`src/cachePkg.sv`:
```
package cachePkg;

	typedef logic [31:0]  addrT;    // byte address
	typedef logic [31:0]  wordT;
	typedef logic [3:0]   strbT;    // one bit per byte lane
	typedef logic [23:0]  tagT;     // addr 31..8
	typedef logic [2:0]   setIdxT;  // addr 7..5
	typedef logic [2:0]   wordOffT; // addr 4..2
	typedef logic [255:0] lineT;    // word 0 in bits 31..0
	typedef logic [3:0]   wayMaskT; // one-hot
	typedef logic [2:0]   plruT;    // root in bit 2, leaves below

	typedef struct packed {
		logic write;  // set for a store
		addrT addr;
		wordT wdata;
		strbT strb;
	} cpuReqT;

	typedef struct packed {
		logic valid;
		logic dirty;
		tagT  tag;
	} wayMetaT;

	typedef enum logic [3:0] {
		Idle,
		TagRead,
		WriteHit,
		ReadHit,
		Respond,
		Evict,
		WbReq,    // write-back request
		WbData,   // write-back burst
		FillReq,
		FillData,
		Refill
	} ctrlStateT;

	// one-hot select of a line out of the four ways
	function automatic lineT pickLine(wayMaskT sel, lineT [3:0] lines);
		lineT acc;
		acc = '0;
		for (int w = 0; w < 4; w++)
			if (sel[w])
				acc = acc | lines[w];
		return acc;
	endfunction

endpackage

```
`src/lineMerge.sv`:
```
`timescale 1ns/1ps

module lineMerge (
	input  cachePkg::wayMaskT    hitWay,
	input  cachePkg::lineT [3:0] wayLines,
	input  cachePkg::cpuReqT     req,
	input  cachePkg::lineT       refillLine,
	input  logic                 useRefill,
	output cachePkg::wordT       rspData,
	output cachePkg::lineT       wrLine
);

	cachePkg::lineT    hitLine;
	cachePkg::wordOffT off;
	cachePkg::wordT    oldWord;
	cachePkg::wordT    newWord;
	cachePkg::lineT    mergedLine;

	assign off     = req.addr[4:2];                      // word within line
	assign hitLine = cachePkg::pickLine(hitWay, wayLines);
	assign oldWord = hitLine[{off, 5'b0} +: 32];

	// read data straight from the hit line
	assign rspData = oldWord;

	// byte lanes from the store where strobed
	always_comb begin
		for (int b = 0; b < 4; b++)
			newWord[b*8 +: 8] = req.strb[b] ? req.wdata[b*8 +: 8] : oldWord[b*8 +: 8];
	end

	// splice the merged word back in
	always_comb begin
		mergedLine = hitLine;
		mergedLine[{off, 5'b0} +: 32] = newWord;
	end

	// refill writes the fetched line untouched
	assign wrLine = useRefill ? refillLine : mergedLine;

endmodule

```
`config.mk`:
```
export PLATFORM = sky130hd
export DESIGN_NAME = lineMerge
export DESIGN_NICKNAME = d
export VERILOG_FILES = /design/src/cachePkg.sv /design/src/lineMerge.sv
export SDC_FILE = /design/constraint.sdc
export NUM_CORES = 1
export LEC_CHECK = 0
export BUFFER_PORTS_ARGS = -buffer_cell sky130_fd_sc_hd__buf_4
export CORE_AREA = 2 2 641 643
export DETAILED_ROUTE_END_ITERATION = 10
export DIE_AREA = 0 0 643 645
export PLACE_DENSITY_LB_ADDON = 0.12
export SLEW_MARGIN = 20
export SYNTH_ARGS = -nofsm -noshare
export SYNTH_HDL_FRONTEND = slang
export SYNTH_SLANG_ARGS = --single-unit
```
`constraint.sdc`:
```
create_clock -name vclk -period 9.3
set_clock_uncertainty 0.1 [all_clocks]
set_input_delay 0.93 -clock vclk [all_inputs]
set_output_delay 0.93 -clock vclk [all_outputs]
set_load 0.01 [all_outputs]
```
== Word-level counts from Yosys, hierarchy flattened ==
Cells that the tools add are included.
Widths: inputs -> output; s select.

* $add $sub $neg: 1
* $mul: 0
* Divide/modulo/power cells: 0
* Magnitude comparators: 0
* Eq/ne operators: 0
* Shift operators: 3
* Mux-type cells: 10
* Bitwise gates (word level): 3
* Reduce and logical (&&, ||, !) cells: 0

{| class="wikitable"
|+ Operators by type and width
! kind !! count
|-
| $mux 256 || 5
|-
| $or 256x256->256 || 3
|-
| $bwmux 256 || 1
|-
| $shift 32x10->256 const A || 1
|-
| $shiftx 256x9->32 || 1
|-
| $shiftx 32x10->256 || 1
|-
| $mux 8 || 4
|-
| $neg 8->10 || 1
|}

* Flip-flop bits (word level): 0
* Bits in latches: 0
* RAM bits: 0
* Bits in read-only memories: 0
* Input bits: 1354
* Output and inout bits: 288
* Memories: 0

== Logic depth before layout (Yosys ltp) ==
* Depth after elaboration: 12
* Depth in mapped cells: 12
* Mapped depth without buffers: 8

== Least setup slack after synthesis ==
No wires, ideal clock.

* Path kind: input-to-output
* From: input req[40] in the netlist's numbering
* To: output wrLine[112]
* Data arrival time: 3.344 ns
* Required time: 8.270 ns
* Setup slack: 4.926 ns
* Cell stages on the path: 9
* Buffers on the path: 3
* Cell sequence: buf_4 -> buf_2 -> clkbuf_1 -> inv_1 -> ha_1 -> or4b_1 -> nor3_2 -> nand2_1 -> o21ai_0

* Word-level cells in the longest chain between the ends: 5

{| class="wikitable"
|+ Ends and longest elaborated chain
! element !! line !! source
|-
| start, declared || lineMerge.sv:6 || <nowiki>input cachePkg::cpuReqT req,</nowiki>
|-
| $shiftx 256x9->32 || lineMerge.sv:21 || <nowiki>assign oldWord = hitLine[{off, 5'b0} +: 32];</nowiki>
|-
| $mux 8 || lineMerge.sv:29 || <nowiki>newWord[b*8 +: 8] = req.strb[b] ? req.wdata[b*8 +: 8] : oldWord[b*8 +: 8];</nowiki>
|-
| $shiftx 32x10->256 || lineMerge.sv:35 || <nowiki>mergedLine[{off, 5'b0} +: 32] = newWord;</nowiki>
|-
| $bwmux 256 * || lineMerge.sv:35 ||
|-
| $mux 256 * || lineMerge.sv:39 || <nowiki>assign wrLine = useRefill ? refillLine : mergedLine;</nowiki>
|-
| end, declared || lineMerge.sv:10 || <nowiki>output cachePkg::lineT wrLine</nowiki>
|}

Mark *: on every way between the ends. The rest lies on a longest branch, timed or not.

== Final worst setup path ==
* From: input req[38] in the netlist's numbering
* To: output wrLine[130]

The elaborated chain is that of the path after synthesis.

==> impl_metrics.toml <==
[status]
outcome = "completed"

[finish]
n_sequential_cell = 0
drive_above_1_share_pct = 49.2
clock_buffers = 0
layout.filler_cells = 48434
most-common-layout-cells = "sky130_fd_sc_hd__buf_4, sky130_fd_sc_hd__a22oi_1, sky130_fd_sc_hd__nand2_1"
final_common_cell = "sky130_fd_sc_hd__buf_4"
layout-area-overhead-vs-synth_pct = 139
final_net_count = 5006
multi_input_area_um2 = 12600
area.sequential_um2 = 0

[synth]
synth_sequential_area_ratio_pct = 0
synth_compound_area_share_pct = 61.9
synthSimpleGateAreaFrac_pct = 28.6
synth_top_family_by_area = "compound AO/OA/AOI/OAI gates"
synth.distinct_cells = 63
synth_xor_xnor_area_share_pct = 0
synth_fp_nets = 3537
synth_adder_area_share_pct = 0.458
mappedNetlistArea_um2 = 13700
ys_warn_count = 0
synth_instances = 2178
syn_area_per_cell_um2 = 6.28
synthMuxAreaShare_pct = 0

[setup_path]
timing.setup.critical_path_class = "in -> out"
timing.critical_path.fanout_max = 32
logic_depth_of_the_worst_path_buffers_included = 10
crit_path_end_kind = "output pin"
timing.critical_path.max_delay_family = "simple AND/OR/NAND/NOR gates"
crit_chain = "buf_4 > inv_1 > ha_1 > ha_1 > nand3_4 > or4_1 > buf_4 > nor2_1 > a221o_1 > buf_4"
cp.arrival_ns = 5.88
worstPathRequired_ns = 8.27
timing.critical_path.slowest_stage_cell = "sky130_fd_sc_hd__or4_1"
most_frequent_cell_on_the_critical_path = "sky130_fd_sc_hd__buf_4"
crit_path_start_kind = "input pin"
cp.buffers_inverters = 4
cpPeakStageDelay_ns = 1.08

[timing]
layout_worst_path_cycle_share_pct = 74.3
fin_setup_tns_ns = 0
report.final.slew_viol_count = 0
timing.final.setup_violations = 0
highest_attainable_clock_frequency_mhz = 145
timing.final.crit_period_ns = 6.91
timing.max_slew.rel_slack_pct = 8.00
grt_setup_unrepaired = "no"
tightestPinTransition_ns = 1.37
final_hold_viol_count = 0

[global_routing]
grt_pass1_wl_mm = 460
first_global_vias = 29072
gr-total-overflow = 0
track_usage_pct = 18.1
initial_antenna_violation_count = 235
grt_max_degree = 104

[worst_hold_path]
min-delay-path-class = "in -> out"
hold-path-cell-count = 4

[place]
io_buffer_count = 1612
detailed_place_hpwl_mm = 358
place_congestion = 0.900

[floorplan]
ioPinCount = 1642
start_util_pct = 3.35
core-area_um2 = 408000
die-area_um2 = 415000
dieWidth_um = 643
rows = 235
fp.dieH_um = 645

[cts]
holdBufCountCts = 0
cts_repair_resizes = 0
cts_post_setup_buffers_inserted = 0

[route]
drtPass1Iterations = 6
wl_per_cell_um = 43.1
remaining_drc_errors = 0
routed_via_density = 3.21
drt_first_iter_violations = 3047
drt-total-wl_mm = 394
dr_total_vias = 29333
final_antenna_net_count = 0

[job]
max_capacitance_violation_count = 0
## Yosys cell counts (all sizes together), types with 3 or more instances
cell	count	area (µm²)
a31oi	26	181
a22oi	518	3890
a21oi	28	204
o221ai	11	96.3
and3	10	62.6
buf	161	838
o41ai	10	103
a22o	88	771
o22ai	6	37.5
nor2b	9	56.3
or2	8	50.1
and4b	7	88.8
o21ai	163	816
nor3b	3	43.8
clkbuf	88	330
a221oi	4	35.0
and2	32	200
a41oi	6	154
nand2	377	1420
nor2	42	183
nor3	21	130
o31ai	17	128
ha	5	62.6
o211ai	24	180
a21o	7	52.6
inv	17	63.8
o22a	12	105
a222oi	42	420
nand4	69	432
nor4	5	43.8
nand2b	10	62.6
nand3	210	1050
o21a	7	52.6
a221o	119	1190
## path summary, 6_finish.rpt
| path | start | end | slack [ns] |
|---|---|---|---|
| min | refillLine[84] | wrLine[84] | 2.18 |
| max | req[38] | wrLine[130] | 2.39 |
## worst min-delay path, delay by kind of cell
family                 cells  cell delay (ns)
AOI/OAI and AO/OA          2             0.17
buffers and inverters      2             0.24
## kinds of logic (layout without fill, tap and decap cells)
kind of cell               count (synthesis)  after routing
AOI/OAI and AO/OA                       1093           1093
and+or+nand+nor                          814            814
adders and majority gates                  5              5
buffers and inverters                    266           1733
other                                      0             54
## per-layer routing
layer	GRT usage [%]	up-vias	wire length [µm]
li1	-	11971	-
met1	19.2	14940	142000
met2	33.2	1895	200000
met3	7.51	431	41100
met4	3.43	96	10000
met5	0	-	621
## layout make-up
cell class,instances,area share (%)
inverter,17,0.195
tap,5451,20.9
multi-input combinational,1912,38.6
antenna,54,0.413
timing repair buffer,1716,40.0
## through the flow
step	cells	setup WS, ns	instance area, µm²	utilization (%)	hold WS [ns]
3_5_place_dp	9096	2.30	32600	7.98	2.16
5_1_grt	9114	2.18	32600	7.99	2.20
6_report	9150	2.39	32700	8.01	2.18
4_1_cts	9096	2.28	32600	7.98	2.17
3_3_place_gp	9092	2.34	32500	7.95	2.17
2_1_floorplan	2178	4.93	13700	-	1.89
