[src/cachePkg.sv]
package cachePkg;

	typedef logic [31:0]  addrT;    // byte address
	typedef logic [31:0]  wordT;
	typedef logic [3:0]   strbT;    // one bit per byte lane
	typedef logic [23:0]  tagT;     // addr 31..8
	typedef logic [2:0]   setIdxT;  // addr 7..5
	typedef logic [2:0]   wordOffT; // addr 4..2
	typedef logic [255:0] lineT;    // word 0 in bits 31..0
	typedef logic [3:0]   wayMaskT; // one-hot
	typedef logic [2:0]   plruT;    // root in bit 2, leaves below

	typedef struct packed {
		logic write;  // set for a store
		addrT addr;
		wordT wdata;
		strbT strb;
	} cpuReqT;

	typedef struct packed {
		logic valid;
		logic dirty;
		tagT  tag;
	} wayMetaT;

	typedef enum logic [3:0] {
		Idle,
		TagRead,
		WriteHit,
		ReadHit,
		Respond,
		Evict,
		WbReq,    // write-back request
		WbData,   // write-back burst
		FillReq,
		FillData,
		Refill
	} ctrlStateT;

	// one-hot select of a line out of the four ways
	function automatic lineT pickLine(wayMaskT sel, lineT [3:0] lines);
		lineT acc;
		acc = '0;
		for (int w = 0; w < 4; w++)
			if (sel[w])
				acc = acc | lines[w];
		return acc;
	endfunction

endpackage

[src/cacheWay.sv]
`timescale 1ns/1ps

module cacheWay (
	input  logic              clk,
	input  logic              rst,
	input  cachePkg::setIdxT  setIdx,
	input  logic              wrEn,
	input  cachePkg::wayMetaT wrMeta,
	input  cachePkg::lineT    wrLine,
	output cachePkg::wayMetaT rdMeta,
	output cachePkg::lineT    rdLine
);

	logic [7:0]     validQ;       // one flag per set
	logic [7:0]     dirtyQ;
	cachePkg::tagT  tagMem [8];
	cachePkg::lineT lineMem [8];

	// flags come up clear so every way starts invalid
	always_ff @(posedge clk) begin
		if (rst) begin
			validQ <= '0;
			dirtyQ <= '0;
		end else if (wrEn) begin
			validQ[setIdx] <= wrMeta.valid;
			dirtyQ[setIdx] <= wrMeta.dirty;
		end
	end

	// tag and data storage
	always_ff @(posedge clk) begin
		if (wrEn) begin
			tagMem[setIdx]  <= wrMeta.tag;
			lineMem[setIdx] <= wrLine;
		end
	end

	// async read of the addressed set
	assign rdMeta.valid = validQ[setIdx];
	assign rdMeta.dirty = dirtyQ[setIdx];
	assign rdMeta.tag   = tagMem[setIdx];
	assign rdLine       = lineMem[setIdx];

endmodule

[config.mk]
export PLATFORM = sky130hd
export DESIGN_NAME = cacheWay
export DESIGN_NICKNAME = d
export VERILOG_FILES = /design/src/cachePkg.sv /design/src/cacheWay.sv
export SDC_FILE = /design/constraint.sdc
export NUM_CORES = 2
export LEC_CHECK = 0
export ABC_CLOCK_PERIOD_IN_PS = 54300
export BUFFER_PORTS_ARGS = -buffer_cell sky130_fd_sc_hd__buf_2
export CORE_MARGIN = 3
export CORE_UTILIZATION = 45
export CTS_CLUSTER_DIAMETER = 30
export DETAILED_ROUTE_END_ITERATION = 8
export HOLD_SLACK_MARGIN = 0.06
export SLEW_MARGIN = 0
export SYNTH_ARGS = -nofsm -noshare
export SYNTH_HDL_FRONTEND = slang
export SYNTH_SLANG_ARGS = --single-unit
[constraint.sdc]
create_clock -name clk -period 54.3 [get_ports clk]
set_input_delay 2.715 -clock clk [delete_from_list [all_inputs] [get_ports clk]]
set_output_delay 2.715 -clock clk [all_outputs]
set_load 0.005 [all_outputs]
==> Yosys cells after proc, flatten, opt, wreduce, memory -nomap -nowiden <==
Memories as Yosys holds them, arrays and structs flattened.
Cells that the tools add are included.
{ "totals": {"reg_bits": 16, "latchBits": 0, "mem_bits_rw": 2240, "romBits": 0, "inputBits": 288, "word_cells": 17, "n_memories": 2} }
{ "memory_table": {"columns": ["name", "words", "word_bits", "read_ports", "rd_clocked_by_memory_dff", "wr", "line", "text"], "rows": [
  ["lineMem", 8, 256, 1, 0, 1, "cacheWay.sv:17", "cachePkg::lineT lineMem [8];"],
  ["tagMem", 8, 24, 1, 0, 1, "cacheWay.sv:16", "cachePkg::tagT tagMem [8];"]
]} }
{ "classes": {"addsub": 0, "n_mul": 0, "div": 0, "order_cmp": 2, "eq_ne": 0, "shifts": 0, "mux": 10, "bitwise_logic": 0, "n_reduce_logical": 1} }
{ "ops": {"columns": ["op", "count"], "rows": [
  ["$bwmux 8", 2],
  ["$bmux 1 s3", 2],
  ["$mux 1", 5],
  ["$lt 3x4->1 const B", 1],
  ["$demux 1 s3", 1],
  ["$ge 3x1->1 const B", 1],
  ["$logic_and 1x1->1", 1]
]} }

==> Depth between registers and ports, before layout <==
{ "logic_depth": {"ltp_word": 5, "mapped_depth": 8, "depth_no_buf": 4} }

==> Worst setup path before layout <==
Ideal clock, no wire load.
{ "synth_timing": {"path_kind": "input to register", "start": "in setIdx[0]", "end": "reg dirtyQ[0]", "setup_time_ns": 0.128, "arrival_ns": 19.335, "required_time_ns": 54.172, "setup_slack_ns": 34.838, "cell_stages": 6, "n_path_buf": 3, "cell_sequence": "buf_2 > buf_6 > clkbuf_1 > nor4b_2 > mux2i_1 > nor2_1"} }
{ "synth_via": {"elab_chain_cells": 5} }
{ "synth_lines": {"columns": ["item", "line", "text"], "rows": [
  ["start: declaration", "cacheWay.sv:6", "input cachePkg::setIdxT setIdx,"],
  ["$lt 3x4->1 (implied by the code) or $ge 3x1->1 (tied branches)", "cacheWay.sv:26", "dirtyQ[setIdx] <= wrMeta.dirty;"],
  ["$logic_and 1x1->1 (implied by the code)", "cacheWay.sv:26", null],
  ["$mux 1 (implied by the code)", "cacheWay.sv:26", null],
  ["$demux 1 s3 *", "cacheWay.sv:26", null],
  ["$bwmux 8 *", "cacheWay.sv:26", null],
  ["end signal: indexed assignment", "cacheWay.sv:26", null],
  ["end: declaration", "cacheWay.sv:15", "logic [7:0] dirtyQ;"]
]} }
Mark *: on every way between the ends. The rest lies on a longest branch, timed or not.
A chain may end at the register's enable or synchronous reset.

==> Worst setup path in the final report <==
{ "layout_timing": {"start": "in setIdx[2]", "end": "out rdLine[116]"} }
{ "layout_via": {"elab_chain_cells": 1} }
{ "layout_lines": {"columns": ["item", "line", "text"], "rows": [
  ["$mem_v2 8x256", null, null],
  ["end: declaration", "cacheWay.sv:11", "output cachePkg::lineT rdLine"]
]} }
Every way passes these cells.

==> impl_metrics.tcl <==
set metrics [dict create \
    status "finished clean" \
    max_slew_margin 0.216 \
    routed_via_density 5.43 \
    seq_area_um2 67600 \
    synthesis.area_um2 84600 \
    die-area_um2 193000 \
    ios 570 \
    grt_pass1_wl_um 276000 \
    timing.final.max_slew_violations 0 \
    timing.final.crit_share 0.188 \
    yosysTopAreaCellShare 0.796 \
    cts_buffers 442 \
    layout_commonest_cell "edfxtp_1" \
    crit_chain "buf_8 -> buf_4 -> buf_4 -> buf_4 -> buf_4 -> mux4_2 -> mux2_2 -> buf_2" \
    yosysUniqueCellTypes 17 \
    cts_setup_buffers 0 \
    cts_resized 0 \
    rsz0062_at_grt "no" \
    ant_nets 0 \
    root_buffer "clkbuf_16" \
    grt_use_total 0.194 \
    dp_hpwl_um 98800 \
    syn_avg_cell_area_um2 25.5 \
    maxCapViolCount 0 \
    ys_ff_latch 2256 \
    multi_input_area_um2 16200 \
    crit_slowest_cell "buf_4" \
    port_buffers 569 \
    num_rows 158 \
    ctsHoldBuffers 0 \
    fillers 13600 \
    clk_pin_slew_ps 40 \
    antenna_found_initial 67 \
    critPathKind "input port to output port" \
    die_y_um 439 \
    wl_um 186000 \
    area_delta_synth_final_pct 24.5 \
    power.total_mw 4.86 \
    tritoncts "built" \
    yosys-top-cells-area "edfxtp_1 80%, mux4_2 15%, mux2_2 3.8%, buf_2 0.38%, dfxtp_1 0.38%" \
    grt_overflow 0 \
    cts_max_level 5 \
    worst_pin_slew_ps 1180 \
    initial_utilization 0.455 \
    wl_per_cell_um 26.3 \
    cp_max_fo 105 \
    yosysSeqAreaShare 0.799 \
    first_global_vias 41500 \
    period_minus_slack_ps 10240 \
    timing.fmax_ghz 0.0977 \
    vias 38500 \
    clock_path_buffers 4 \
    endpoint_kind "output port" \
    place.gp.congestion 0.731 \
    cp_common_cell "buf_4" \
    hold_violations 0 \
    worstSkewPairLatency_ps 900 \
    syn_inst 3312 \
    cts.sinks 2256 \
    startpoint_type "input port" \
    drc_errors 0 \
    final_cell_mix "2240 x edfxtp_1, 566 x buf_2, 564 x mux4_2" \
    critical-path-max-stage-delay_ps 830 \
    setup_viol 0 \
    min_path_type "flop to flop" \
    grt_max_degree 113 \
    peakVddDrop_mv 0.0337 \
    die_w_um 439 \
    ys_warn_count 0 \
    drtIter0Drc 2706 \
    syn_nets 3600 \
    p_leak_nw 35.1 \
    dr.pass1.iters 7 \
    p_per_area_nw_per_um2 46.2 \
    fin_skew_ps 0 \
    fin_nets 4509 \
    yosysTopAreaCell "edfxtp_1" \
    coreArea_um2 186000 \
    fin_setup_tns_ps 0 \
    required_ps 51580 \
    drive_gt1_frac 0.477 \
    crit_arrival_ps 7520 \
]
==> power by group <==
| group | total, mW | switching (mW) | leakage, nW | internal [mW] |
|---|---|---|---|---|
| clock network | 2.66 | 0.858 | 7.16 | 1.80 |
| logic | 0.211 | 0.115 | 7.44 | 0.0963 |
| registers | 1.99 | 0.0116 | 20.5 | 1.98 |
| total | 4.86 | 0.984 | 35.1 | 3.88 |
==> per-stage QoR <==
step | instance area, µm² | hold slack (ps) | instances | utilization | worst slack [ps]
6_report | 105000 | 459 | 7088 | 0.566 | 44060
5_1_grt | 105000 | 477 | 7065 | 0.566 | 43570
4_1_cts | 105000 | 461 | 7054 | 0.565 | 43870
3_5_place_dp | 90300 | 455 | 6257 | 0.486 | 43880
3_3_place_gp | 90300 | 444 | 6257 | 0.486 | 43910
2_1_floorplan | 84600 | 433 | 3312 | - | 34840
==> critical path, delay by kind of cell <==
family,cells,cell delay (ps)
multiplexers,2,750
buffers and inverters,6,3810
==> cell usage after synthesis <==
cell type  count
clkbuf_1      83
mux2_2       282
edfxtp_1    2240
and4bb_2       3
buf_6         10
nor2_1        14
nand4b_1       3
mux2i_1       14
a21oi_1        2
inv_1          4
buf_2         64
nand2_1        4
nor4b_2        1
dfxtp_1       16
nand4_1        1
mux4_2       564
buf_1          7
==> logic make-up (layout without fill, tap and decap cells) <==
| logic type | Yosys count | in the layout | synth area share |
|---|---|---|---|
| simple gates | 26 | 26 | 0.00181 |
| flops | 2256 | 2256 | 0.799 |
| other cells | 0 | 34 | 0 |
| compound gates | 2 | 2 | 0.000118 |
| buf+inv | 168 | 1430 | 0.00929 |
| mux | 860 | 860 | 0.189 |
==> registers in the layout (all words and copies together), names as in the netlist <==
signal and count:
lineMem 2048, tagMem 192, dirtyQ 8, validQ 8
==> final cells by class <==
class | count | share of cell area
clock inverters | 315 | 0.0343
clock buffers | 482 | 0.107
well taps | 2480 | 0.0295
diodes | 34 | 0.000808
repair buffers | 629 | 0.0323
multi-input cells | 888 | 0.154
inverters | 4 | 0.000428
flip-flops and latches | 2256 | 0.642
==> per-layer routing <==
layer	share of wire	up-vias	global-route usage	wire, µm
li1	-	16400	-	-
met1	0.41	20700	0.253	75900
met2	0.51	1067	0.318	94000
met3	0.061	367	0.0502	11400
met4	0.025	14	0.0665	4640
met5	0.00043	-	0	80
==> final timing paths <==
check,depth (start not counted),endpoint,start,slack (ps)
max,8,rdLine[116],setIdx[2],44060
min reg2reg,2,validQ[7],validQ[7],460
min,2,validQ[7],validQ[7],460
max reg2reg,2,validQ[2],validQ[2],53680
(Power assumes the default switching activity.)
