$ cat src/cachePkg.sv
package cachePkg;

	typedef logic [31:0]  addrT;    // byte address
	typedef logic [31:0]  wordT;
	typedef logic [3:0]   strbT;    // one bit per byte lane
	typedef logic [23:0]  tagT;     // addr 31..8
	typedef logic [2:0]   setIdxT;  // addr 7..5
	typedef logic [2:0]   wordOffT; // addr 4..2
	typedef logic [255:0] lineT;    // word 0 in bits 31..0
	typedef logic [3:0]   wayMaskT; // one-hot
	typedef logic [2:0]   plruT;    // root in bit 2, leaves below

	typedef struct packed {
		logic write;  // set for a store
		addrT addr;
		wordT wdata;
		strbT strb;
	} cpuReqT;

	typedef struct packed {
		logic valid;
		logic dirty;
		tagT  tag;
	} wayMetaT;

	typedef enum logic [3:0] {
		Idle,
		TagRead,
		WriteHit,
		ReadHit,
		Respond,
		Evict,
		WbReq,    // write-back request
		WbData,   // write-back burst
		FillReq,
		FillData,
		Refill
	} ctrlStateT;

	// one-hot select of a line out of the four ways
	function automatic lineT pickLine(wayMaskT sel, lineT [3:0] lines);
		lineT acc;
		acc = '0;
		for (int w = 0; w < 4; w++)
			if (sel[w])
				acc = acc | lines[w];
		return acc;
	endfunction

endpackage

$ cat src/cacheCtrl.sv
`timescale 1ns/1ps

module cacheCtrl (
	input  logic                    clk,
	input  logic                    rst,
	input  cachePkg::cpuReqT        cpuReq,
	input  logic                    cpuReqValid,
	input  logic                    rspReady,
	input  logic                    memRdReqReady,
	input  logic                    memRdRspValid,
	input  logic                    memRdRspLast,
	input  logic                    memWrReqReady,
	input  logic                    memWrDataReady,
	input  logic                    wrLast,
	input  cachePkg::wayMetaT [3:0] wayMetas,
	input  cachePkg::wayMaskT       victimWay,
	output logic                    cpuReqReady,
	output logic                    rspValid,
	output logic                    memRdReqValid,
	output cachePkg::addrT          memRdReqAddr,
	output logic                    memRdRspReady,
	output logic                    memWrReqValid,
	output cachePkg::addrT          memWrReqAddr,
	output logic                    memWrDataValid,
	output cachePkg::cpuReqT        req,
	output cachePkg::wayMaskT       hitWay,
	output cachePkg::wayMaskT       wayWrEn,
	output cachePkg::wayMetaT       wrMeta,
	output logic                    touch,
	output logic                    loadWb,
	output logic                    useRefill,
	output logic                    wrActive,
	output logic                    rdActive
);

	cachePkg::ctrlStateT state;
	cachePkg::ctrlStateT nextState;
	cachePkg::tagT       reqTag;
	cachePkg::setIdxT    reqSet;
	cachePkg::wayMetaT   victimMeta;
	logic                hit;
	logic                victimDirty;

	assign reqTag = req.addr[31:8];
	assign reqSet = req.addr[7:5];

	// request captured on acceptance, held through the miss
	always_ff @(posedge clk) begin
		if (state == cachePkg::Idle && cpuReqValid)
			req <= cpuReq;
	end

	// tag compare in every way
	always_comb begin
		for (int w = 0; w < 4; w++)
			hitWay[w] = wayMetas[w].valid && (wayMetas[w].tag == reqTag);
	end
	assign hit = |hitWay;

	always_comb begin
		victimMeta = '0;
		for (int w = 0; w < 4; w++)
			if (victimWay[w])
				victimMeta = victimMeta | wayMetas[w];
	end
	assign victimDirty = victimMeta.valid & victimMeta.dirty;

	always_ff @(posedge clk) begin
		if (rst)
			state <= cachePkg::Idle;
		else
			state <= nextState;
	end

	always_comb begin
		nextState = state;  // hold by default while ready is low
		case (state)
			cachePkg::Idle:     if (cpuReqValid) nextState = cachePkg::TagRead;
			cachePkg::TagRead: begin
				if (!hit)
					nextState = cachePkg::Evict;
				else
					nextState = req.write ? cachePkg::WriteHit : cachePkg::ReadHit;
			end
			cachePkg::WriteHit: nextState = cachePkg::Idle;
			cachePkg::ReadHit:  nextState = cachePkg::Respond;
			cachePkg::Respond:  if (rspReady) nextState = cachePkg::Idle;
			cachePkg::Evict:    nextState = victimDirty ? cachePkg::WbReq : cachePkg::FillReq;
			cachePkg::WbReq:    if (memWrReqReady) nextState = cachePkg::WbData;
			cachePkg::WbData:   if (memWrDataReady && wrLast) nextState = cachePkg::FillReq;
			cachePkg::FillReq:  if (memRdReqReady) nextState = cachePkg::FillData;
			cachePkg::FillData: if (memRdRspValid && memRdRspLast) nextState = cachePkg::Refill;
			cachePkg::Refill:   nextState = req.write ? cachePkg::WriteHit : cachePkg::ReadHit;
			default:            nextState = cachePkg::Idle;
		endcase
	end

	// handshake outputs decoded from state
	assign cpuReqReady    = (state == cachePkg::Idle);
	assign rspValid       = (state == cachePkg::Respond);
	assign memWrReqValid  = (state == cachePkg::WbReq);
	assign memWrDataValid = (state == cachePkg::WbData);
	assign memRdReqValid  = (state == cachePkg::FillReq);
	assign memRdRspReady  = (state == cachePkg::FillData);

	assign memWrReqAddr = {victimMeta.tag, reqSet, 5'b0};  // line-aligned victim
	assign memRdReqAddr = {reqTag, reqSet, 5'b0};

	// datapath steering
	assign touch     = (state == cachePkg::ReadHit) || (state == cachePkg::WriteHit);
	assign loadWb    = (state == cachePkg::WbReq);
	assign wrActive  = (state == cachePkg::WbData);
	assign rdActive  = (state == cachePkg::FillData);
	assign useRefill = (state == cachePkg::Refill);

	// store hits the hit way, refill lands in the victim
	always_comb begin
		case (state)
			cachePkg::WriteHit: wayWrEn = hitWay;
			cachePkg::Refill:   wayWrEn = victimWay;
			default:            wayWrEn = '0;
		endcase
	end

	assign wrMeta.valid = 1'b1;
	assign wrMeta.dirty = (state == cachePkg::WriteHit);  // refill writes clean
	assign wrMeta.tag   = reqTag;

endmodule

$ cat config.mk
export PLATFORM = sky130hd
export DESIGN_NAME = cacheCtrl
export DESIGN_NICKNAME = d
export VERILOG_FILES = /design/src/cachePkg.sv /design/src/cacheCtrl.sv
export SDC_FILE = /design/constraint.sdc
export NUM_CORES = 1
export LEC_CHECK = 0
export BUFFER_PORTS_ARGS = -buffer_cell sky130_fd_sc_hd__buf_2
export CAP_MARGIN = 20
export CORE_AREA = 3 3 140 142
export CTS_CLUSTER_SIZE = 16
export DETAILED_ROUTE_END_ITERATION = 6
export DIE_AREA = 0 0 143 145
export GPL_TIMING_DRIVEN = 0
export MAX_ROUTING_LAYER = met4
export SYNTH_ARGS = -nofsm -noshare
export SYNTH_HDL_FRONTEND = slang
export SYNTH_SLANG_ARGS = --single-unit
$ cat constraint.sdc
create_clock -name clk -period 3.1 [get_ports clk]
set_input_delay 0.31 -clock clk [delete_from_list [all_inputs] [get_ports clk]]
set_output_delay 0.31 -clock clk [all_outputs]
set_load 0.05 [all_outputs]
# After elaboration in Yosys (flattened, before gate mapping)
# Cells that the tools add are included.
# totals
reg_bits	73
latchBits	0
ram_bits	0
memories	0
wordCells	55
inputBits	187
mem_bits_ro	0
# op_classes
n_reduce_logical	11
n_div	0
eq_ne	20
shift	0
mux	15
multipliers	0
n_bitwise	4
n_lt_le_gt_ge	0
n_addsub	0
# ops
cell	n
26-bit two-way mux	4
24-bit equality test	4
26-bit OR	3
4-bit case mux with 10 select lines	1
4-bit two-way mux	7
4-bit by 3-bit equality test with 1-bit output (second input constant)	4
4-bit equality test (second input constant)	3
4-bit by 2-bit equality test with 1-bit output (second input constant)	2
2-bit inequality test (second input constant)	4
4-bit case mux with 2 select lines	1
1-bit logical AND	7
6-bit AND reduction	1
4-bit by 1-bit equality test with 1-bit output (second input constant)	1
4-bit zero test	1
2-bit by 1-bit inequality test with 1-bit output (second input constant)	2
4-bit OR reduction	1
3-bit two-way mux	1
1-bit AND	1
1-bit logical OR	1
1-bit two-way mux	1

# Logic depth before layout (Yosys ltp)
# logic_depth
ltp_word	10
ltp_mapped	8
mapped_depth_nobuf	6

# Worst setup path after synthesis
# OpenSTA, ideal clock, no wires.
# synth_path
path_kind	register -> register
startpoint	reg state[3]
endpoint	reg req, in the netlist memRdReqAddr[10] (enable)
slack_ps	-526
required_time_ps	2666
path_buffers	2
path_stages_with_launch	6
arrival_ps	3192
path_cell_list	dfxtp_1 -> buf_6 -> or2_1 -> buf_6 -> nor2_1 -> and2_1
# synth_via
elab_chain_cells	2
# synth_lines
item	line	source
from (decl)	cacheCtrl.sv:36	cachePkg::ctrlStateT state;
from (signal assigned)	cacheCtrl.sv:70	state <= cachePkg::Idle;
from (signal assigned)	cacheCtrl.sv:72	state <= nextState;
4-bit zero test	n/a	
net cpuReqReady	cacheCtrl.sv:17	output logic cpuReqReady,
1-bit logical AND	cacheCtrl.sv:49	if (state == cachePkg::Idle && cpuReqValid)
to (signal assigned)	cacheCtrl.sv:50	req <= cpuReq;
to (decl)	cacheCtrl.sv:25	output cachePkg::cpuReqT req,
# The timed path passes the listed nets, and every way through them passes these cells.
# A chain may end at the register's enable or synchronous reset.

# Final worst setup path
# layout_path
startpoint	reg req, in the netlist memRdReqAddr[31]
endpoint	out wayWrEn[0]
# layout_via
elab_chain_cells	3
# layout_lines
item	line	source
24-bit equality test	cacheCtrl.sv:56	hitWay[w] = wayMetas[w].valid && (wayMetas[w].tag == reqTag);
1-bit logical AND	cacheCtrl.sv:56	
4-bit case mux with 2 select lines	cacheCtrl.sv:118	case (state)
to (decl)	cacheCtrl.sv:27	output cachePkg::wayMaskT wayWrEn,
# No other way between the ends.

==> qor.yml <==
status:
  status: "finished, final reports clean"
flow_run:
  cap_violations: 0
cts:
  cts_buffers: 9
  h-tree-depth: 3
  clk_pin_slew_worst_paths_ps: 70
  cts_root_buffer: "clkbuf_16"
  clock_path_buffers: 2
  clock-sinks: 73
  cts_tree: "built"
  worstSkewPairLatency_ps: 340
  cts_hold_buf: 0
floorplanning:
  chipWidth_um: 143
  initial_core_util_pct: 25.7
  die_y_um: 145
  num_rows: 50
  io-pin-count: 365
  die-area_mm2: 0.0207
  core_area_mm2: 0.0186
setup_path:
  criticalPathCategory: "reg -> out"
  cp-start-kind: "flop"
  arrival_ps: 2620
  cp-end-kind: "output port"
  reg2reg_slack_ps: 820
  rr_worst_depth: 8
  timing.rr.start: "memRdReqAddr[31]$_DFFE_PP_"
  cp_max_fo: 4
  cp.required_ps: 2790
  r2r_end: "state[2]$_SDFFE_PP0P_"
global_routing:
  use_met3_pct: 5.08
  met2_usage_pct: 35.3
  antenna_found_initial: 4
  overflow: 0
  busiest_layer: "met2"
  grt_pass1_wl_um: 30300
  grt_pass1_vias: 5037
  track_usage_pct: 20.4
  use_met1_pct: 23.3
  grt_start_max_net_pins: 58
routing:
  dr.pass1.iters: 5
  first_iter_violations: 310
  post-route-drc-count: 0
  ant_nets: 0
  drt_wl_total_um: 21200
  vias: 4796
  drt-vias-per-instance: 4.47
  wl_per_cell_um: 19.8
min_path:
  hold_depth: 1
  hold_end: "req[1]$_DFFE_PP_"
  holdCritPathClass: "in -> reg"
  hp-start: "cpuReq[1]"
logic_synthesis:
  post-synth-top-count-cell: "edfxtp_1"
  synth_area_leader_cell: "edfxtp_1"
  ys.flop_type: "edfxtp_1"
  ys_top_cells_by_count: "69 x edfxtp_1, 68 x buf_4, 54 x a22oi_1, 54 x xnor2_1, 45 x xor2_1"
  syn-cell-area_mm2: 0.00478
  syn_inst: 454
  synth-edff-count: 69
  ys_ff_latch: 73
  synth_area_leaders: "edfxtp_1 43%, buf_4 11%, xnor2_1 9.9%, a22oi_1 8.5%, xor2_1 8.3%"
  synth_top_area_share_pct: 43.4
  synth_warnings: 0
  synthDistinctLibCells: 44
  ys_seq_area_share_pct: 45.0
  synthArstFlopShare_pct: 0
  avgSynthCellArea_um2: 10.5
power_and_ir_drop:
  p_leak_nw: 3.38
  power-per-cell-area_mw_per_mm2: 787
  max-vdd-ir-drop_mv: 0.535
timing:
  tightest_slew_ps: 747
  fin_crit_ps: 2930
  hold_viol: 0
  setup_viol: 0
  fin_crit_sh_pct: 94.4
  fmax_mhz: 342
  fin_skew_ps: 8.60
  max_slew_margin_pct: 50.2
  setup_tns_ps: 0
  rsz0062_at_grt: "false"
  maxSlewViolCount: 0
placement:
  gp_congestion: 0.862
  dp_cells: 1047
  portBuffers: 349
  dpl.hpwl_um: 17700
final_layout:
  nets: 1016
  drive_gt1_share_pct: 54.1
  nFillCells: 1906
  stdcell_count: 1072
  utilization_pct: 39.0
  area_delta_synth_final_pct: 51.6
## cell families after synthesis
logic type,share of synthesized area (%)
and+or+nand+nor,11.0
other,0.157
DFF,45.0
xor gates and xnor gates,18.2
buffers and inverters,13.8
AOI/OAI and AO/OA,11.9
## worst max-delay path by stage
stage               slack [ps]                       start                    endpoint
floorplan                  190       state[3]$_SDFFE_PP0P_  memRdReqAddr[10]$_DFFE_PP_
global placement           240   memRdReqAddr[9]$_DFFE_PP_                  wayWrEn[1]
detailed placement         260   memRdReqAddr[9]$_DFFE_PP_                  wayWrEn[1]
CTS                         40   memRdReqAddr[9]$_DFFE_PP_                  wayWrEn[1]
global route                20  memRdReqAddr[31]$_DFFE_PP_                  wayWrEn[3]
finish                     170  memRdReqAddr[31]$_DFFE_PP_                  wayWrEn[0]
## power breakdown
part / switching (W) / internal, W / total [W]
Clock: 0.000464 / 0.000557 / 0.00102
Sequential: 0.000200 / 0.00138 / 0.00158
Combinational: 0.00223 / 0.000873 / 0.00310
## state kept, by name, indices dropped and copies added (netlist names)
name,cells
req,42
memRdReqAddr,27
state,4
## metal layers
metal / part of all wire (%) / vias up
li1: - / 2307
met2: 52 / 233
met1: 39 / 2231
met4: 2.0 / 0
met5: 0 / -
met3: 7.4 / 25
## critical path, stage by stage, from the launching register on
cell and delay (ps):
edfxtp_1 420, clkbuf_1 220, xnor2_1 260, nand4_1 220
nor4_2 320, nand4_1 240, o21a_1 250, nor2_1 100
clkbuf_4 240
## layout by cell type, fill, tap and decap left out, drive strengths merged, types with 2 or more instances in the layout
master and n:
nor2b 3, and2 2, nor3 8, edfxtp 69, buf 426, nor2 15
o21a 4, or2 3, a21oi 3, clkbuf 33, nand4 17, a22oi 54
dfxtp 4, inv 12, o21ai 2, xor2 45, diode 4, xnor2 54
o22ai 3, clkinv 2, nand2 36, nor4 12, conb 11
## cell type report
type	instances	area, um^2	share of cell area [%]
antenna	4	10.0	0.138
clock inverter	7	58.8	0.812
clock buffer	9	225	3.11
timing repair buffer	355	1810	25.1
sequential	73	2150	29.7
inverter	8	30.0	0.415
multi-input combinational	287	2030	28.0
tap	234	293	4.04
buffer	95	628	8.67
## metrics by stage
stage	instance area, um^2	power, W	setup slack, ps	hold slack, ps
3_3_place_gp	6850	0.00467	237	486
2_1_floorplan	4810	0.00386	190	382
5_1_grt	7240	0.00596	19.0	121
4_1_cts	7190	0.00575	39.4	123
3_5_place_dp	6880	0.00470	259	488
6_report	7240	0.00570	173	137
## repair_timing
item,4_1_cts,5_1_grt
gates resized for setup,0,5
gates cloned,0,0
pin swaps,1,2
setup endpoints to repair,2,6
setup buffers,3,2
Power figures use the tool's default switching activity.
