`config.mk`:
```
export PLATFORM = sky130hd
export DESIGN_NAME = victimSelect
export DESIGN_NICKNAME = d
export VERILOG_FILES = /design/src/cachePkg.sv /design/src/victimSelect.sv
export SDC_FILE = /design/constraint.sdc
export NUM_CORES = 1
export LEC_CHECK = 0
export ABC_AREA = 1
export BUFFER_PORTS_ARGS = -buffer_cell sky130_fd_sc_hd__buf_2
export CORE_ASPECT_RATIO = 0.5
export CORE_MARGIN = 3
export CORE_UTILIZATION = 45
export CTS_BUF_LIST = sky130_fd_sc_hd__clkbuf_16
export DETAILED_ROUTE_END_ITERATION = 10
export HOLD_SLACK_MARGIN = 0.05
export PLACE_DENSITY = 0.6
export SETUP_SLACK_MARGIN = 0.1
export SYNTH_ARGS = -nofsm -noshare
export SYNTH_HDL_FRONTEND = slang
export SYNTH_SLANG_ARGS = --single-unit
```
`constraint.sdc`:
```
create_clock -name clk -period 1.1 [get_ports clk]
set_input_delay 0 -clock clk [delete_from_list [all_inputs] [get_ports clk]]
set_output_delay 0 -clock clk [all_outputs]
set_load 0.1 [all_outputs]
```
`src/cachePkg.sv`:
```
package cachePkg;

	typedef logic [31:0]  addrT;    // byte address
	typedef logic [31:0]  wordT;
	typedef logic [3:0]   strbT;    // one bit per byte lane
	typedef logic [23:0]  tagT;     // addr 31..8
	typedef logic [2:0]   setIdxT;  // addr 7..5
	typedef logic [2:0]   wordOffT; // addr 4..2
	typedef logic [255:0] lineT;    // word 0 in bits 31..0
	typedef logic [3:0]   wayMaskT; // one-hot
	typedef logic [2:0]   plruT;    // root in bit 2, leaves below

	typedef struct packed {
		logic write;  // set for a store
		addrT addr;
		wordT wdata;
		strbT strb;
	} cpuReqT;

	typedef struct packed {
		logic valid;
		logic dirty;
		tagT  tag;
	} wayMetaT;

	typedef enum logic [3:0] {
		Idle,
		TagRead,
		WriteHit,
		ReadHit,
		Respond,
		Evict,
		WbReq,    // write-back request
		WbData,   // write-back burst
		FillReq,
		FillData,
		Refill
	} ctrlStateT;

	// one-hot select of a line out of the four ways
	function automatic lineT pickLine(wayMaskT sel, lineT [3:0] lines);
		lineT acc;
		acc = '0;
		for (int w = 0; w < 4; w++)
			if (sel[w])
				acc = acc | lines[w];
		return acc;
	endfunction

endpackage

```
`src/victimSelect.sv`:
```
`timescale 1ns/1ps

module victimSelect (
	input  logic              clk,
	input  logic              rst,
	input  cachePkg::setIdxT  setIdx,
	input  cachePkg::wayMaskT validVec,
	input  cachePkg::wayMaskT hitWay,
	input  logic              touch,
	output cachePkg::wayMaskT victimWay
);

	// root set means ways 2/3 were used last
	// bit 1 set means way 1 used last, bit 0 set means way 3 used last
	cachePkg::plruT    plru [8];
	cachePkg::plruT    cur;
	cachePkg::wayMaskT lruWay;
	cachePkg::wayMaskT freeWay;
	logic              upperHit;
	logic              lowerHit;

	assign cur      = plru[setIdx];
	assign upperHit = hitWay[2] | hitWay[3];
	assign lowerHit = hitWay[0] | hitWay[1];

	// tree update one edge after a hit state
	always_ff @(posedge clk) begin
		if (rst) begin
			for (int s = 0; s < 8; s++)
				plru[s] <= '0;
		end else if (touch) begin
			plru[setIdx][2] <= upperHit;     // point root at the other half
			if (lowerHit)
				plru[setIdx][1] <= hitWay[1];
			if (upperHit)
				plru[setIdx][0] <= hitWay[3];
		end
	end

	// follow the tree to the least recent way
	always_comb begin
		if (cur[2])
			lruWay = cur[1] ? 4'b0001 : 4'b0010;
		else
			lruWay = cur[0] ? 4'b0100 : 4'b1000;
	end

	// lowest invalid way, scanned downward so way 0 wins
	always_comb begin
		freeWay = '0;
		for (int w = 3; w >= 0; w--)
			if (!validVec[w])
				freeWay = cachePkg::wayMaskT'(1 << w);
	end

	assign victimWay = (|freeWay) ? freeWay : lruWay;  // empty ways fill first

endmodule

```
# After elaboration in Yosys (flattened, before gate mapping)

Memories as Yosys holds them, arrays and structs flattened.
Index checks and enable logic that the tools add are counted.
Widths: inputs -> output; s select.

Multiplexer cells: 24
Shift operators: 0
Add/sub/neg operators: 0
Divide/modulo/power cells: 0
Equality and inequality tests: 0
Order comparisons: 0
Bitwise logic cells: 2
$mul: 0
Reductions and logical operators: 2

Operator list:

| operator        | count |
|---|---|
| $mux 4          | 7 |
| $mux 1          | 13 |
| $mux 3          | 3 |
| $reduce_or 4->1 | 1 |
| $reduce_or 3->1 | 1 |
| $mux 2          | 1 |
| $or 1x1->1      | 2 |

Word-level logic and storage cells: 29
Register bits: 0
RAM bits: 24
Memories kept: 1
Bits in latches: 0
ROM bits: 0

Memories:

| memory | depth | bits a word | rd ports | clocked after Yosys merged registers in | wr ports | line               | RTL |
|---|---|---|---|---|---|---|---|
| plru   | 8     | 3           | 1        | 0                                       | 8        | victimSelect.sv:15 | `cachePkg::plruT plru [8];` |

# Longest topological paths before layout

Gate-level depths: netlist of run 1.

Depth in word-level cells: 7
Gate-level depth with buffers: 12
Depth with buffers taken out: 10

# Worst setup path after synthesis of run 1

OpenSTA, ideal clock, no wires.

Path type: register to output
Start point: mem plru[1][2] in the netlist's numbering
End point: out victimWay[3]
Slack: -0.495 ns
Arrival: 1.595 ns
Data required time: 1.100 ns
Buffers on the path: 0
Stages on the path, launching flop included: 8
Path through: edfxtp_1 inv_1 nand2_1 nand3_1 nand2_2 nor2_4 nand2_2 o21ai_2

Word-level cells in the longest chain between the ends: 3

Ends and longest elaborated chain:

| item        | line               | RTL |
|---|---|---|
| from (decl) | victimSelect.sv:15 |  |
| $mem_v2 8x3 | --                 |  |
| $mux 4      | victimSelect.sv:42 | `if (cur[2])` |
| $mux 4      | victimSelect.sv:56 | `assign victimWay = (\|freeWay) ? freeWay : lruWay;` |
| to (decl)   | victimSelect.sv:10 | `output cachePkg::wayMaskT victimWay` |

Every way passes these cells.

# Worst setup path after layout of run 1

Start point: mem plru[4][2] in the netlist's numbering
End point: out victimWay[3]

The elaborated chain is that of the path after synthesis.

==> results of run 1 <==
==> timing repair <==
action,CTS,global route
pin swaps,4,4
gates resized for setup,2,6
endpoints found under the setup margin,4,7
hold buffers,0,0
setup buffers,0,0
cloned,0,0
endpoints found under the hold margin,0,0
==> layout by cell type (no fill, tap or decap), drive strengths merged <==
master and n:
buf 35, clkbuf 4, edfxtp 24, inv 30, nand2 64, nand3 8, nand4 5, nor2 46
o21ai 17
==> how the worst max path moves through the flow <==
stage | depth (start not counted) | to | start | slack [ns]
final | 8 | victimWay[3] | plru[4][2] | -0.37
after global routing | 8 | victimWay[3] | plru[4][2] | -0.45
after CTS | 8 | victimWay[3] | plru[6][2] | -0.39
after detailed placement | 12 | victimWay[1] | setIdx[0] | -0.18
after global placement | 12 | victimWay[1] | setIdx[0] | -0.21
after floorplan | 7 | victimWay[3] | plru[1][2] | -0.24
==> metal layers <==
metal	share of wire (%)	up-vias	GRT usage, %
li1	-	699	-
met3	12	4	5.97
met4	1.1	0	5.49
met5	0	-	0
met1	46	599	24.1
met2	41	67	29.3
==> cell type report <==
cell class                      count  area, um^2  share of cell area (%)
Multi-Input combinational cell    140         741                    36.9
Sequential cell                    24         721                    35.9
Timing Repair Buffer               36         290                    14.5
Inverter                           30         120                    5.99
Clock buffer                        3        75.1                    3.74
Tap cell                           48        60.1                    2.99
==> through the flow <==
| step | total power [mW] | setup TNS [ns] | cell area [um^2] | std cells |
|---|---|---|---|---|
| floorplan | 1.42 | -0.249 | 1640 | 201 |
| global placement | 1.57 | -1.85 | 1920 | 278 |
| detailed placement | 1.57 | -1.52 | 1920 | 278 |
| CTS | 2.37 | -1.45 | 2000 | 281 |
| global route | 2.45 | -1.63 | 2010 | 281 |
| finish | 2.35 | -1.32 | 2010 | 281 |
==> power by group <==
group | internal [mW] | switching (mW) | leakage, nW
sequential | 1.06 | 0.0178 | 0.230
combinational | 0.167 | 0.313 | 0.643
clock | 0.482 | 0.313 | 0.0370
==> cells by family (layout without fill, tap and decap cells) <==
kind of cell | count (synthesis) | after routing | share of synthesized area [%]
and+or+nand+nor | 123 | 123 | 36.7
buffers and inverters | 37 | 69 | 12.1
DFF | 24 | 24 | 45.6
AOI/OAI and AO/OA | 17 | 17 | 5.62
==> critical path: cells and delay by family, from the launching register on <==
family | cells | cell delay (ns)
and+or+nand+nor | 5 | 0.43
AOI/OAI and AO/OA | 1 | 0.14
buffers and inverters | 2 | 0.26
DFF | 1 | 0.38
==> out/results.ini, run 1 <==
[cts]
htree_num_levels = 1
path_clk_slew_ns = 0.06
cts_root_buffer = clkbuf_16
numCtsBuffers = 3
cts_tree = built
numClockSinks = 24
clk_path_buf_depth = 2

[synthesis]
syn_area_um2 = 1580
synth_seq_cells = 24
synth_edf_count = 24
ys.flop_type = edfxtp_1
yosysUniqueCellTypes = 21
yosys-top-cells-area = edfxtp_1 (46%), nand2_1 (14%), nor2_1 (8.6%)
async_flop_share_pct = 0
ys_warn_count = 0
yosys.cell_count.top_type = nand2_1
synth_top_cell_by_area = edfxtp_1
synth_top_area_share_pct = 45.6
netlist_instances = 201
synth_nets = 215
synth.top_cells.by_count = nand2_1 (58), nor2_1 (36), edfxtp_1 (24), inv_1 (23), o21ai_1 (14)
syn_area_per_cell_um2 = 7.86
ys_seq_area_share_pct = 45.6

[grt]
grt_pass1_wl_mm = 5.84
grt_max_degree = 25
grt-ovfl-total = 0
grt_pass1_vias = 1207
grt_antenna_before_repair = 0
grt_usage_pct = 18.2

[final_layout]
n_fill_cell = 289
area_delta_synth_final_pct = 27.0
largestRegisters = plru: 24 flops
fin_nets = 249
fin_util_pct = 63.3
num_antenna_cells = 0
largest_reg_flops = 24
drive_above_1_share_pct = 33.5
largest-register = plru

[status]
violations = negative setup slack
status = finished, violations left

[sta]
setup_slack_ns = -0.366
fin_crit_sh_pct = 133
whs_ns = 0.137
rsz0062_at_grt = yes
fin_crit_ns = 1.47
slew_headroom_pct = 80.7
slew_violations = 0
setup_viol = 4
max_freq_ghz = 0.682
finalHoldViolCount = 0
tightest_slew_ns = 0.290

[route]
first_iter_violations = 155
wl_per_cell_um = 12.9
drc = 0
ant_nets = 0
wirelength_mm = 3.61
viasPerCell = 4.87
vias = 1369
drt_first_pass_iters = 4

[die]
core_area_um2 = 3170
dieHeight_um = 47.9
die_w_um = 89.8
num_io_pins = 18
fp.dieArea_um2 = 4300
rows = 14
initial_utilization_pct = 49.8

[setup_path]
end_kind = output pin
worst_path_most_repeated_cell = nand2_2
cp-start-kind = flip-flop
worstPathArrival_ns = 1.47
path_cells = inv_2 > nand2_2 > nand3_2 > nand2_2 > nor2_4 > nand2_2 > o21ai_4 > buf_12
crit_fanout = 3
slowest_delay_ns = 0.38
crit_path_top_delay_cell = edfxtp_1
cp_data_required_time_ns = 1.10
crit_type = flip-flop to output pin

[placement]
gp_congestion = 0.839
dpl.hpwl_mm = 2.74
io_buffers = 17
place_ws_ns = -0.181

[power_and_ir_drop]
p_leak_nw = 0.909
power_density_nw_per_um2 = 1170
ir_worst_vdd_uv = 813

[min_path]
holdCritStartpoint = hitWay[0]
worstHoldPathCells = 3
min_path_type = primary input to flip-flop
hold_end = plru[7][1]

[job]
drv_cap = 0

Power figures use the tool's default switching activity.
==> run 2, diff against run 1 <==
--- a/config.mk
+++ b/config.mk
@@ -7,13 +7,15 @@
 export LEC_CHECK = 0
 export ABC_AREA = 1
 export BUFFER_PORTS_ARGS = -buffer_cell sky130_fd_sc_hd__buf_2
+export CELL_PAD_IN_SITES_DETAIL_PLACEMENT = 1
+export CELL_PAD_IN_SITES_GLOBAL_PLACEMENT = 2
 export CORE_ASPECT_RATIO = 0.5
 export CORE_MARGIN = 3
-export CORE_UTILIZATION = 45
+export CORE_UTILIZATION = 34
 export CTS_BUF_LIST = sky130_fd_sc_hd__clkbuf_16
 export DETAILED_ROUTE_END_ITERATION = 10
 export HOLD_SLACK_MARGIN = 0.05
-export PLACE_DENSITY = 0.6
+export PLACE_DENSITY = 0.75
 export SETUP_SLACK_MARGIN = 0.1
 export SYNTH_ARGS = -nofsm -noshare
 export SYNTH_HDL_FRONTEND = slang
==> out/results.ini, run 2 (synthesis results as in run 1) <==
[status]
status = finished, violations left
violations = negative setup slack

[placement]
gp_congestion = 0.790
place_inst = 287
dpl.hpwl_mm = 3.62
io_buffers = 17

[sta]
setup_slack_ns = -0.419
fin_crit_sh_pct = 138
tightest_slew_ns = 0.331
slew_headroom_pct = 77.9
max_freq_ghz = 0.659
slew_violations = 0
setup_viol = 4
fin_crit_ns = 1.52
finalHoldViolCount = 0
rsz0062_at_grt = yes
whs_ns = 0.214

[final_layout]
largestRegisters = plru: 24 flops
largest-register = plru
fin_nets = 252
drive_above_1_share_pct = 34.6
largest_reg_flops = 24
area_delta_synth_final_pct = 30.8
stdcell_count = 291
layout_common_cells = nand2_1 (51), nor2_1 (36), edfxtp_1 (24)
n_fill_cell = 513
num_antenna_cells = 0
final_common_cell = nand2_1

[route]
met1_length_mm = 2.41
vias = 1406
wirelength_mm = 4.46
met3_length_um = 155
first_iter_violations = 90
drc = 0
met2_length_mm = 1.90
ant_nets = 0
dr.max_layer_used = met3
wl_per_cell_um = 15.3
viasPerCell = 4.83
drt_first_pass_iters = 4

[setup_path]
crit_type = flip-flop to output pin
cp-start-kind = flip-flop
crit_fanout = 3
path_cells = inv_2 > nand2_2 > nand3_2 > nand2_2 > nor2_4 > nand2_2 > o21ai_4 > buf_12
worst_path_most_repeated_cell = nand2_2
crit_path_top_delay_cell = edfxtp_1
slowest_delay_ns = 0.40
worstPathArrival_ns = 1.52
cp_data_required_time_ns = 1.10
end_kind = output pin

[grt]
grt_pass1_wl_mm = 7.07
grt-ovfl-total = 0
grt_max_degree = 17
grt_usage_pct = 17.4
grt_antenna_before_repair = 0
grt_pass1_vias = 1407

[die]
num_io_pins = 18
core_area_um2 = 4180
die_w_um = 102
fp.dieArea_um2 = 5550
initial_utilization_pct = 37.8
rows = 16
dieHeight_um = 54.2

[power_and_ir_drop]
clock_power_share_pct = 39.2
p_seq_share_pct = 41.8
p_switching_mw = 0.660
p_leak_nw = 0.939
power_density_nw_per_um2 = 1270
ir_worst_vdd_uv = 1080
p_int_mw = 1.96
p_comb_share_pct = 18.9
swShare_pct = 25.2

[min_path]
min_path_type = primary input to flip-flop

[cts]
numClockSinks = 24
clk_path_buf_depth = 2
cts_root_buffer = clkbuf_16
cts_setup_buffers = 0
cts_hold_buf = 0
numCtsBuffers = 3
htree_num_levels = 1
path_clk_slew_ns = 0.06
cts_tree = built

[job]
drv_cap = 0

[run 2: cell types whose count changed in the layout (fill, tap and decap cells not counted)]
cell,change
buf_4,+4
bufinv_16,+1
clkbuf_4,-1
o21ai_0,+1
o21ai_1,-1
[run 2: area by class of cell]
type                       count  area [um^2]  share of cell area (%)
multi-input combinational    140          741                    35.8
sequential                    24          721                    34.9
inverter                      30          120                    5.81
clock inverter                 1         30.0                    1.45
timing repair buffer          39          313                    15.1
tap                           54         67.6                    3.27
clock buffer                   3         75.1                    3.63
[run 2: through the flow]
stage | setup TNS (ns) | utilization [%] | area (um^2) | power [mW] | setup WS [ns]
after floorplan | -0.249 | - | 1640 | 1.42 | -0.241
after global placement | -1.22 | 46.6 | 1950 | 1.59 | -0.143
after detailed placement | -2.08 | 46.6 | 1950 | 1.61 | -0.182
after CTS | -1.55 | 49.3 | 2060 | 2.64 | -0.423
after global routing | -1.85 | 49.4 | 2070 | 2.73 | -0.507
final | -1.50 | 49.4 | 2070 | 2.62 | -0.419
[run 2: layer usage]
layer,vias to the layer above,GRT usage (%)
met3,0,2.85
met1,681,26.2
met5,-,0
li1,700,-
met2,25,27.6
met4,0,0.654
[run 2: power by group through the flow]
stage	clock [mW]	sequential [mW]	combinational, mW
5_1_grt	1.09	1.10	0.544
6_report	1.03	1.10	0.496
2_1_floorplan	0	1.09	0.327
3_5_place_dp	0	1.11	0.492
3_3_place_gp	0	1.11	0.478
4_1_cts	1.04	1.10	0.500
[run 2: final timing paths]
kind | cells after the start | startpoint | slack [ns] | end
hold / removal | 3 | hitWay[1] | 0.21 | plru[2][1]
setup / recovery | 8 | plru[4][2] | -0.42 | victimWay[3]
[run 2: worst max-delay path: cells and delay by family (launching register included)]
kind                   cells  cell delay [ns]
AOI/OAI and AO/OA          1             0.15
buffers and inverters      2             0.28
DFF                        1             0.40
and+or+nand+nor            5             0.44
[run 2: repair_timing]
action | in CTS | in global routing
endpoints found under the hold margin | 0 | 0
endpoints found under the setup margin | 6 | 6
pin swaps | 2 | 3
resized for setup | 5 | 2
==> run 3, diff against run 2 <==
--- a/config.mk
+++ b/config.mk
@@ -11,11 +11,11 @@
 export CELL_PAD_IN_SITES_GLOBAL_PLACEMENT = 2
 export CORE_ASPECT_RATIO = 0.5
 export CORE_MARGIN = 3
-export CORE_UTILIZATION = 34
-export CTS_BUF_LIST = sky130_fd_sc_hd__clkbuf_16
+export CORE_UTILIZATION = 35
+export CTS_BUF_LIST = sky130_fd_sc_hd__clkbuf_8
 export DETAILED_ROUTE_END_ITERATION = 10
 export HOLD_SLACK_MARGIN = 0.05
-export PLACE_DENSITY = 0.75
+export PLACE_DENSITY = 0.81
 export SETUP_SLACK_MARGIN = 0.1
 export SYNTH_ARGS = -nofsm -noshare
 export SYNTH_HDL_FRONTEND = slang
==> constraint.sdc (replaced) <==
create_clock -name clk -period 1.4 [get_ports clk]
set_input_delay 0 -clock clk [delete_from_list [all_inputs] [get_ports clk]]
set_output_delay 0 -clock clk [all_outputs]
set_load 0.1 [all_outputs]
==> out/results.ini, run 3 (synthesis results as in run 1) <==
[status]
status = finished, violations left
violations = negative setup slack

[final_layout]
area_delta_synth_final_pct = 17.1
drive_above_1_share_pct = 27.3
largestRegisters = plru: 24 flops
largest-register = plru
largest_reg_flops = 24
layout_common_cells = nand2_1 (53), nor2_1 (36), edfxtp_1 (24)
fin_nets = 235
final_common_cell = nand2_1
num_antenna_cells = 0
stdcell_count = 274

[min_path]
worstHoldPathCells = 3
hold_end = plru[0][1]
holdCritStartpoint = rst
min_path_type = primary input to flip-flop

[placement]
dpl.hpwl_mm = 3.21
io_buffers = 17
place_inst = 270
place_ws_ns = 0.150
gp_congestion = 0.777

[route]
first_iter_violations = 52
viasPerCell = 4.77
wirelength_mm = 4.13
ant_nets = 0
drt_first_pass_iters = 4
drc = 0
wl_per_cell_um = 15.1
vias = 1307

[setup_path]
cp-start-kind = flip-flop
critPathBufInv = 2
worstPathArrival_ns = 1.54
slowest_delay_ns = 0.38
crit_path_top_delay_cell = edfxtp_1
end_kind = output pin
path_delay_family = simple AND/OR/NAND/NOR gates
worst_path_most_repeated_cell = nand2_2
cp_data_required_time_ns = 1.40
crit_type = flip-flop to output pin
crit_fanout = 3
path_cells = inv_1 > nand2_1 > nand3_2 > nand2_2 > nor2_4 > nand2_2 > o21ai_4 > buf_12

[grt]
grt_max_degree = 22
grt_pass1_wl_mm = 6.81
grt_pass1_vias = 1305
grt_usage_pct = 17.0
grt-ovfl-total = 0
grt_antenna_before_repair = 0

[die]
fp.dieArea_um2 = 5410
core_area_um2 = 4120
rows = 16
dieHeight_um = 53.5
num_io_pins = 18
die_w_um = 101
initial_utilization_pct = 38.3

[sta]
slew_violations = 0
setup_slack_ns = -0.137
slew_headroom_pct = 72.7
fin_crit_sh_pct = 110
tightest_slew_ns = 0.410
max_freq_ghz = 0.650
setup_viol = 4
finalHoldViolCount = 0
rsz0062_at_grt = yes
fin_crit_ns = 1.54

[power_and_ir_drop]
power_density_nw_per_um2 = 981
p_leak_nw = 0.822
finalPower_mw = 1.82
ir_worst_vdd_uv = 440

[cts]
numCtsBuffers = 3
cts_tree = built
cts_root_buffer = clkbuf_8
path_clk_slew_ns = 0.09
htree_num_levels = 1
numClockSinks = 24
clk_path_buf_depth = 2

[job]
drv_cap = 0

-- run 3: cell types whose count changed in the layout (fill, tap and decap cells not counted), sizes merged --
cell | previous run | this run
buf | 39 | 22
-- run 3: final cells by class --
| cell class | instances | area [um^2] |
|---|---|---|
| fillers | 513 | 2270 |
| multi-input cells | 140 | 688 |
| repair buffers | 22 | 183 |
| clock buffers | 3 | 41.3 |
| flip-flops and latches | 24 | 721 |
| clock inverters | 1 | 30.0 |
| well taps | 54 | 67.6 |
| inverters | 30 | 120 |
-- run 3: where the power goes --
part | switching [mW] | internal [mW]
sequential | 0.0185 | 0.835
clock | 0.236 | 0.383
combinational | 0.237 | 0.107
-- run 3: how the worst max path moves through the flow --
stage,from,endpoint,slack (ns),cells after the start
6_report,plru[6][2],victimWay[3],-0.14,8
5_1_grt,plru[6][2],victimWay[3],-0.21,8
4_1_cts,plru[6][2],victimWay[3],-0.15,8
3_5_place_dp,setIdx[0],victimWay[2],0.15,10
3_3_place_gp,setIdx[0],victimWay[2],0.15,10
2_1_floorplan,plru[1][2],victimWay[3],0.06,7
-- run 3: routing by layer --
layer | vias to the layer above | part of all wire [%] | track usage [%]
li1 | 668 | - | -
met1 | 609 | 56 | 25.9
met2 | 26 | 38 | 24.4
met3 | 4 | 4.6 | 3.29
met4 | 0 | 1.1 | 3.97
met5 | - | 0 | 0
-- run 3: through the flow --
stage	cell area [um^2]	hold WS [ns]	util, %	setup TNS, ns
2_1_floorplan	1600	0.237	-	0
5_1_grt	1850	0.117	44.9	-0.697
4_1_cts	1850	0.0955	44.8	-0.416
3_3_place_gp	1770	0.368	43.0	0
6_report	1850	0.101	44.9	-0.383
3_5_place_dp	1770	0.376	43.0	0
-- run 3: tightest hold or removal path: cells and delay by family --
family,cells,cell delay [ns]
AOI/OAI and AO/OA,1,0.08
buffers and inverters,2,0.16
-- run 3: repair_timing --
action,4_1_cts,5_1_grt
endpoints found under the setup margin,4,4
hold buffers,0,0
gates cloned,0,0
gates resized for setup,0,3
pin swaps,2,2
buffers inserted,0,0
